### src/rtl/replica_pkg.sv
`default_nettype none

package replica_pkg;

    typedef logic [7:0] lane_t;

    // lane 0 is the least significant byte
    typedef lane_t [7:0] replica_word_t;

    typedef enum logic [1:0] {
        op_pass = 2'd0,
        op_swap = 2'd1,
        op_load = 2'd2
    } op_code_t;

    typedef struct packed {
        op_code_t   op;
        logic [2:0] k;
        logic [2:0] l;
    } opt_t;

    typedef enum logic [1:0] {
        cmd_none    = 2'd0,
        cmd_capture = 2'd1,
        cmd_flip    = 2'd2
    } replica_cmd_t;

    // one apb data word, read as a command or as an op entry depending on address
    typedef union packed {
        struct packed {
            logic [29:0]  rsvd;
            replica_cmd_t cmd;
        } ctrl;
        struct packed {
            logic [23:0] rsvd;
            opt_t        opt;
        } op;
    } apb_word_t;

    localparam logic [11:0] addr_ctrl     = 12'h000;
    localparam logic [11:0] addr_status   = 12'h004;
    localparam logic [11:0] addr_opt_base = 12'h100;
    localparam int          max_stages    = 32;

endpackage

`default_nettype wire
### src/rtl/replica_cfg_if.sv
`timescale 1ns/1ps
`default_nettype none

interface replica_cfg_if
    import replica_pkg::*;
#(
    parameter int num_stages = 8
);

    opt_t [num_stages-1:0] opt;
    logic                  rbank;
    // single cycle, arms every stage
    logic                  capture;
    logic                  capture_done;

    modport regs (
        output opt,
        output rbank,
        output capture,
        input  capture_done
    );

    modport chain (
        input  opt,
        input  rbank,
        input  capture,
        output capture_done
    );

endinterface

`default_nettype wire

### src/rtl/replica_top.sv
`timescale 1ns/1ps
`default_nettype none

module replica_top
    import replica_pkg::*;
#(
    parameter int num_stages = 8
)(
    input  logic          clk,
    input  logic          reset,
    input  logic [11:0]   paddr,
    input  logic          psel,
    input  logic          penable,
    input  logic          pwrite,
    input  logic [31:0]   pwdata,
    output logic [31:0]   prdata,
    output logic          pready,
    output logic          pslverr,
    input  logic          in_valid,
    input  replica_word_t in_data,
    output logic          in_ready,
    output logic          out_valid,
    output replica_word_t out_data,
    input  logic          out_ready
);

logic          advance;
logic          chain_valid;
replica_word_t chain_data;

replica_cfg_if #(.num_stages(num_stages)) cfg_if ();

replica_apb_regs #(.num_stages(num_stages)) u_regs (
    .clk     (clk),
    .reset   (reset),
    .paddr   (paddr),
    .psel    (psel),
    .penable (penable),
    .pwrite  (pwrite),
    .pwdata  (pwdata),
    .prdata  (prdata),
    .pready  (pready),
    .pslverr (pslverr),
    .cfg     (cfg_if.regs)
);

replica_chain #(.num_stages(num_stages)) u_chain (
    .clk         (clk),
    .reset       (reset),
    .advance     (advance),
    .in_valid    (in_valid),
    .in_data     (in_data),
    .cfg         (cfg_if.chain),
    .chain_valid (chain_valid),
    .chain_data  (chain_data)
);

replica_egress u_egress (
    .clk         (clk),
    .reset       (reset),
    .chain_valid (chain_valid),
    .chain_data  (chain_data),
    .out_ready   (out_ready),
    .advance     (advance),
    .out_valid   (out_valid),
    .out_data    (out_data)
);

assign in_ready = advance;

endmodule

`default_nettype wire

### src/rtl/replica_egress.sv
`timescale 1ns/1ps
`default_nettype none

module replica_egress
    import replica_pkg::*;
(
    input  logic          clk,
    input  logic          reset,
    input  logic          chain_valid,
    input  replica_word_t chain_data,
    input  logic          out_ready,
    output logic          advance,
    output logic          out_valid,
    output replica_word_t out_data
);

// the whole chain moves only when the output slot is free or draining
assign advance = ~out_valid | out_ready;

always_ff @(posedge clk) begin
    if (reset) begin
        out_valid <= 1'b0;
    end else if (advance) begin
        out_valid <= chain_valid;
    end
end

// back to external lane order
always_ff @(posedge clk) begin
    if (advance) begin
        for (int i = 0; i < 8; i++) begin
            out_data[i] <= chain_data[7-i];
        end
    end
end

endmodule

`default_nettype wire

### src/rtl/replica_chain.sv
`timescale 1ns/1ps
`default_nettype none

module replica_chain
    import replica_pkg::*;
#(
    parameter int num_stages = 8
)(
    input  logic          clk,
    input  logic          reset,
    input  logic          advance,
    input  logic          in_valid,
    input  replica_word_t in_data,
    replica_cfg_if.chain  cfg,
    output logic          chain_valid,
    output replica_word_t chain_data
);

// index 0 is the head register, index s+1 is the output of stage s
logic          [num_stages:0]   link_valid;
replica_word_t [num_stages:0]   link_data;
logic          [num_stages-1:0] armed;

always_ff @(posedge clk) begin
    if (reset) begin
        link_valid[0] <= 1'b0;
    end else if (advance) begin
        link_valid[0] <= in_valid;
    end
end

// external lane i becomes internal lane 7-i
always_ff @(posedge clk) begin
    if (advance) begin
        for (int i = 0; i < 8; i++) begin
            link_data[0][i] <= in_data[7-i];
        end
    end
end

for (genvar g = 0; g < num_stages; g++) begin : g_stage
    replica_stage u_stage (
        .clk        (clk),
        .reset      (reset),
        .advance    (advance),
        .opt        (cfg.opt[g]),
        .rbank      (cfg.rbank),
        .capture    (cfg.capture),
        .prev_valid (link_valid[g]),
        .prev_data  (link_data[g]),
        .armed      (armed[g]),
        .out_valid  (link_valid[g+1]),
        .out_data   (link_data[g+1])
    );
end

assign cfg.capture_done = ~|armed;

assign chain_valid = link_valid[num_stages];
assign chain_data  = link_data[num_stages];

endmodule

`default_nettype wire

### src/rtl/replica_stage.sv
`timescale 1ns/1ps
`default_nettype none

module replica_stage
    import replica_pkg::*;
(
    input  logic          clk,
    input  logic          reset,
    input  logic          advance,
    input  opt_t          opt,
    input  logic          rbank,
    input  logic          capture,
    input  logic          prev_valid,
    input  replica_word_t prev_data,
    output logic          armed,
    output logic          out_valid,
    output replica_word_t out_data
);

// two banks, the chain reads rbank and capture writes the other
replica_word_t rec [2];
replica_word_t next_data;

always_comb begin
    next_data = prev_data;
    case (opt.op)
        op_swap: begin
            next_data[opt.k] = prev_data[opt.l];
            next_data[opt.l] = prev_data[opt.k];
        end
        op_load: begin
            next_data[opt.k] = rec[rbank][opt.l];
        end
        default: ;
    endcase
end

always_ff @(posedge clk) begin
    if (reset) begin
        out_valid <= 1'b0;
    end else if (advance) begin
        out_valid <= prev_valid;
    end
end

always_ff @(posedge clk) begin
    if (advance) begin
        out_data <= next_data;
    end
end

always_ff @(posedge clk) begin
    if (reset) begin
        armed  <= 1'b0;
        rec[0] <= '0;
        rec[1] <= '0;
    end else begin
        // store the word leaving this stage
        if (armed && out_valid && advance) begin
            rec[~rbank] <= out_data;
            armed       <= 1'b0;
        end
        if (capture) begin
            armed <= 1'b1;
        end
    end
end

endmodule

`default_nettype wire

### src/rtl/replica_apb_regs.sv
`timescale 1ns/1ps
`default_nettype none

module replica_apb_regs
    import replica_pkg::*;
#(
    parameter int num_stages = 8
)(
    input  logic        clk,
    input  logic        reset,
    input  logic [11:0] paddr,
    input  logic        psel,
    input  logic        penable,
    input  logic        pwrite,
    input  logic [31:0] pwdata,
    output logic [31:0] prdata,
    output logic        pready,
    output logic        pslverr,
    replica_cfg_if.regs cfg
);

localparam int idx_w = $clog2(max_stages);

logic             access;
logic [11:0]      opt_offset;
logic             opt_sel;
logic [idx_w-1:0] opt_idx;
logic             opt_hit;
apb_word_t        wword;
apb_word_t        rword;

assign access     = psel & penable;
assign opt_offset = paddr - addr_opt_base;
assign opt_sel    = (paddr >= addr_opt_base) &&
                    (paddr < addr_opt_base + 12'(4 * max_stages));
assign opt_idx    = opt_offset[idx_w+1:2];
// the window covers max_stages entries, only the first num_stages exist
assign opt_hit    = opt_sel && (opt_idx < num_stages);

assign wword = pwdata;

always_ff @(posedge clk) begin
    if (reset) begin
        cfg.rbank   <= 1'b0;
        cfg.capture <= 1'b0;
        cfg.opt     <= '0;
    end else begin
        cfg.capture <= 1'b0;
        if (access && pwrite) begin
            if (paddr == addr_ctrl) begin
                case (wword.ctrl.cmd)
                    cmd_capture: cfg.capture <= 1'b1;
                    cmd_flip:    cfg.rbank   <= ~cfg.rbank;
                    default: ;
                endcase
            end
            if (opt_hit) begin
                for (int s = 0; s < num_stages; s++) begin
                    if (opt_idx == idx_w'(s)) begin
                        cfg.opt[s] <= wword.op.opt;
                    end
                end
            end
        end
    end
end

// op entry readback through the op view
always_comb begin
    rword = '0;
    for (int s = 0; s < num_stages; s++) begin
        if (opt_idx == idx_w'(s)) begin
            rword.op.opt = cfg.opt[s];
        end
    end
end

always_comb begin
    prdata = '0;
    if (opt_hit) begin
        prdata = rword;
    end else if (paddr == addr_status) begin
        prdata = {30'd0, cfg.capture_done, cfg.rbank};
    end
end

// every access finishes in its access phase
assign pready  = 1'b1;
assign pslverr = access && ((opt_sel && !opt_hit) || (pwrite && paddr == addr_status));

endmodule

`default_nettype wire

### config.mk
export PLATFORM = sky130hd
export DESIGN_NAME = replica_top
export DESIGN_NICKNAME = d
export VERILOG_FILES = /design/src/rtl/replica_pkg.sv /design/src/rtl/replica_cfg_if.sv /design/src/rtl/replica_top.sv /design/src/rtl/replica_egress.sv /design/src/rtl/replica_chain.sv /design/src/rtl/replica_stage.sv /design/src/rtl/replica_apb_regs.sv
export SDC_FILE = /design/constraint.sdc
export NUM_CORES = 2
export LEC_CHECK = 0
export BUFFER_PORTS_ARGS = -buffer_cell sky130_fd_sc_hd__buf_2
export CAP_MARGIN = 10
export CORE_UTILIZATION = 40
export DETAILED_ROUTE_END_ITERATION = 10
export GPL_TIMING_DRIVEN = 0
export HOLD_SLACK_MARGIN = 0.03
export PLACE_DENSITY_LB_ADDON = 0.08
export SKIP_LAST_GASP = 1
export SLEW_MARGIN = 20
export SYNTH_ARGS = -nofsm -noshare
export SYNTH_HDL_FRONTEND = slang
export SYNTH_HIERARCHICAL = 1
export SYNTH_SLANG_ARGS = --single-unit
### constraint.sdc
create_clock -name clk -period 17.19 [get_ports clk]
set_input_delay 4.2975 -clock clk [delete_from_list [all_inputs] [get_ports clk]]
set_output_delay 4.2975 -clock clk [all_outputs]
set_load 0.005 [all_outputs]
==> results_dict.tcl <==
set metrics [dict create \
    status "complete, but fails checks" \
    violations "design-rule violations" \
    cts_buffer_depth 3 \
    period_share_pct 66.9 \
    rrSetupSlack_ns 12.15 \
    grt_max_degree 59 \
    ys_types 102 \
    drc 3 \
    synth_edf_count 1664 \
    finalSetupTns_ns 0 \
    coreArea_mm2 0.246 \
    maxCapViolations 0 \
    setup_violations 0 \
    crit_fanout 10 \
    fmax_ghz 0.0869 \
    cts.sinks 1748 \
    dieArea_mm2 0.250 \
    place.detailed.hpwl_mm 349 \
    endpoint_kind "output pin" \
    synth-seq-cells 1748 \
    rsz0062_at_grt "false" \
    postCtsHoldBufs 0 \
    critical_path_required_ns 12.89 \
    grt_pass1_vias 77200 \
    dieWidth_um 500 \
    cts_max_level 4 \
    worstMarginPinSlew_ns 1.27 \
    slew_viol_final 0 \
    start_util_pct 40.3 \
    drive_gt1_share_pct 12.3 \
    io_buffers 162 \
    pre_cts_ws_ns 5.83 \
    drt_wl_total_mm 476 \
    post_cts_buffers 0 \
    grt_pass1_wl_mm 646 \
    switching_share_pct 24.9 \
    rr_startpoint "u_egress/out_valid" \
    async_flop_share_pct 0 \
    clkPwrFrac_pct 43.3 \
    finalHoldViolCount 0 \
    drt_iter0_markers 11900 \
    slew_headroom_pct 14.8 \
    via_per_inst 6.53 \
    cts_resized 0 \
    power_mw 9.95 \
    r2r_end "u_chain/g_stage[1].u_stage/rec[0][19]" \
    min_path_cells 0 \
    worstSetupPathType "in -> out" \
    rr_worst_depth 11 \
    hold_path.class "reg -> reg" \
    grt_overflow 0 \
    cts_tree "yes" \
    power_leakage_nw 38.8 \
    peakVddDrop_mv 0.0859 \
    ys_seq_area_share_pct 52.0 \
    powerDensity_mw_per_mm2 88.9 \
    io-pin-count 215 \
    setup_ws_ns 5.69 \
    track_usage_pct 37.0 \
    antenna_left 0 \
    whs_ns 0.461 \
    period_minus_slack_ns 11.50 \
    place.gp.congestion 1.04 \
    dp_cells 12300 \
    arrival_ns 7.21 \
    area_growth_pct 12.7 \
    syn_area_mm2 0.0993 \
    synth.avg_cell_area_um2 11.4 \
    numCtsBuffers 195 \
    hp-start "u_chain/g_stage[7].u_stage/out_data[16]" \
    synthCells 8739 \
    vias 82700 \
    clk-insertion-delay-late_ns 0.92 \
    yosysWarnings 6 \
    hold_end "u_egress/out_data[40]" \
    wl_per_cell_um 37.6 \
    num-fill-cells 22900 \
    seqPwrFrac_pct 51.6 \
    final_core_util_pct 45.4 \
    die_y_um 500 \
    antenna_found_initial 46 \
    switching_power_mw 2.48 \
    finalNonFillerCells 12700 \
    dpl-instance-area_mm2 0.105 \
    combPwrFrac_pct 5.1 \
    nNetsFinal 9287 \
    synth-main-ff-cell "edfxtp_1" \
    cts_root_buf "clkbuf_16" \
    start_kind "input port" \
    first_pass_iters 11 \
    finalClockSkew_ns 0.0741 \
    clkTransAtPathRegs_ns 0.06 \
    p_int_mw 7.47 \
    rows 182 \
    finalInstanceArea_mm2 0.112 \
]
## critical path, cell delays in order
cell and delay, ns:
buf_2 0.11, nor4_4 0.79, and3_1 0.27, clkbuf_1 0.25, buf_2 0.28, o211ai_1 0.15, a31oi_1 0.79, buf_2 0.26
## flip-flops by register name, indices dropped and copies added, names as in the netlist
register,flops
u_egress/out_data,64
u_chain/g_stage.u_stage/out_valid,8
u_chain/link_valid,1
u_regs/cfg.capture,1
u_chain/g_stage.u_stage/rec,1024
u_regs/cfg.rbank,1
u_regs/cfg.opt,64
u_chain/link_data,64
u_egress/out_valid,1
u_chain/g_stage.u_stage/out_data,512
u_chain/g_stage.u_stage/armed,8
## how the worst max path moves through the flow
stage	from	to	slack [ns]
final	paddr[7]	prdata[5]	5.69
after global routing	paddr[7]	prdata[7]	5.79
after CTS	paddr[7]	prdata[2]	5.82
after detailed placement	paddr[7]	prdata[2]	5.83
after global placement	out_ready	u_chain/g_stage[0].u_stage/rec[1][15]	0.62
after floorplan	out_ready	in_ready	4.10
## placed cells by master, fill, tap and decap left out, drive strengths merged, types with 33 or more instances in the layout
master   instances
edfxtp        1664
and2          1066
mux2i          841
nor2           683
nand2          592
buf            524
clkbuf         494
o22ai          294
o21ai          292
nor3           231
a21oi          186
a22oi          180
o211ai         180
or3            131
nand3          130
o221ai         118
a211o          109
nand2b          96
nor2b           92
mux2            92
dfxtp           84
inv             83
clkinv          80
a21o            75
mux4            70
a222oi          65
o31ai           60
a211oi          59
or3b            56
a221o           54
nand3b          52
a22o            51
o32a            49
o2bb2ai         47
a221oi          34
and3            33
nor4            33
## per-layer routing
layer	global-route usage, %	part of all wire [%]	vias to the layer above
li1	-	-	34400
met1	49.8	41	41900
met2	56.2	44	5214
met3	8.53	9.9	1164
met4	17.7	5.6	10
met5	0	0.015	-
## Yosys cell counts, drive strengths merged (75+ instances only)
library cell | instances | area [um^2]
a22oi | 180 | 1360
o21ai | 292 | 1480
nand2 | 592 | 2220
mux2 | 92 | 1070
nor3 | 231 | 1270
a21oi | 186 | 935
dfxtp | 84 | 1680
edfxtp | 1664 | 50000
o22ai | 294 | 1840
mux2i | 841 | 8420
nand3 | 130 | 686
clkbuf | 255 | 958
and2 | 1066 | 6670
o211ai | 180 | 1380
or3 | 131 | 820
nor2b | 92 | 576
nor2 | 683 | 2650
buf | 327 | 2300
nand2b | 96 | 608
a21o | 75 | 563
o221ai | 118 | 1030
a211o | 109 | 972
## kinds of logic (layout without fill, tap and decap cells)
family | Yosys count | count (layout) | synth area share (%)
AOI/OAI and AO/OA | 1999 | 1999 | 14.8
adders and majority gates | 16 | 16 | 0.202
buffers and inverters | 656 | 1214 | 3.56
DFF | 1748 | 1748 | 52.0
muxes | 1003 | 1003 | 11.1
other | 2 | 45 | 0.00756
and+or+nand+nor | 3315 | 3315 | 18.3
## layout make-up
cell class,count,area (um^2),area share [%]
flip-flops and latches,1748,51700,46.1
repair buffers,197,1610,1.43
diodes,20,50.0,0.0447
inverters,74,278,0.248
clock inverters,122,1490,1.33
clock buffers,239,5090,4.54
plain buffers,582,3260,2.91
well taps,3312,4140,3.70
multi-input cells,6358,44400,39.7
## power groups by stage
| stage | combinational [mW] | sequential, mW | clock, mW |
|---|---|---|---|
| global route | 0.523 | 5.13 | 4.53 |
| finish | 0.503 | 5.14 | 4.31 |
| global placement | 0.476 | 5.21 | 0 |
| detailed placement | 0.489 | 5.21 | 0 |
| CTS | 0.491 | 5.12 | 4.39 |
| floorplan | 0.283 | 5.00 | 0 |
Note: power is estimated with default switching activity, not from simulation.
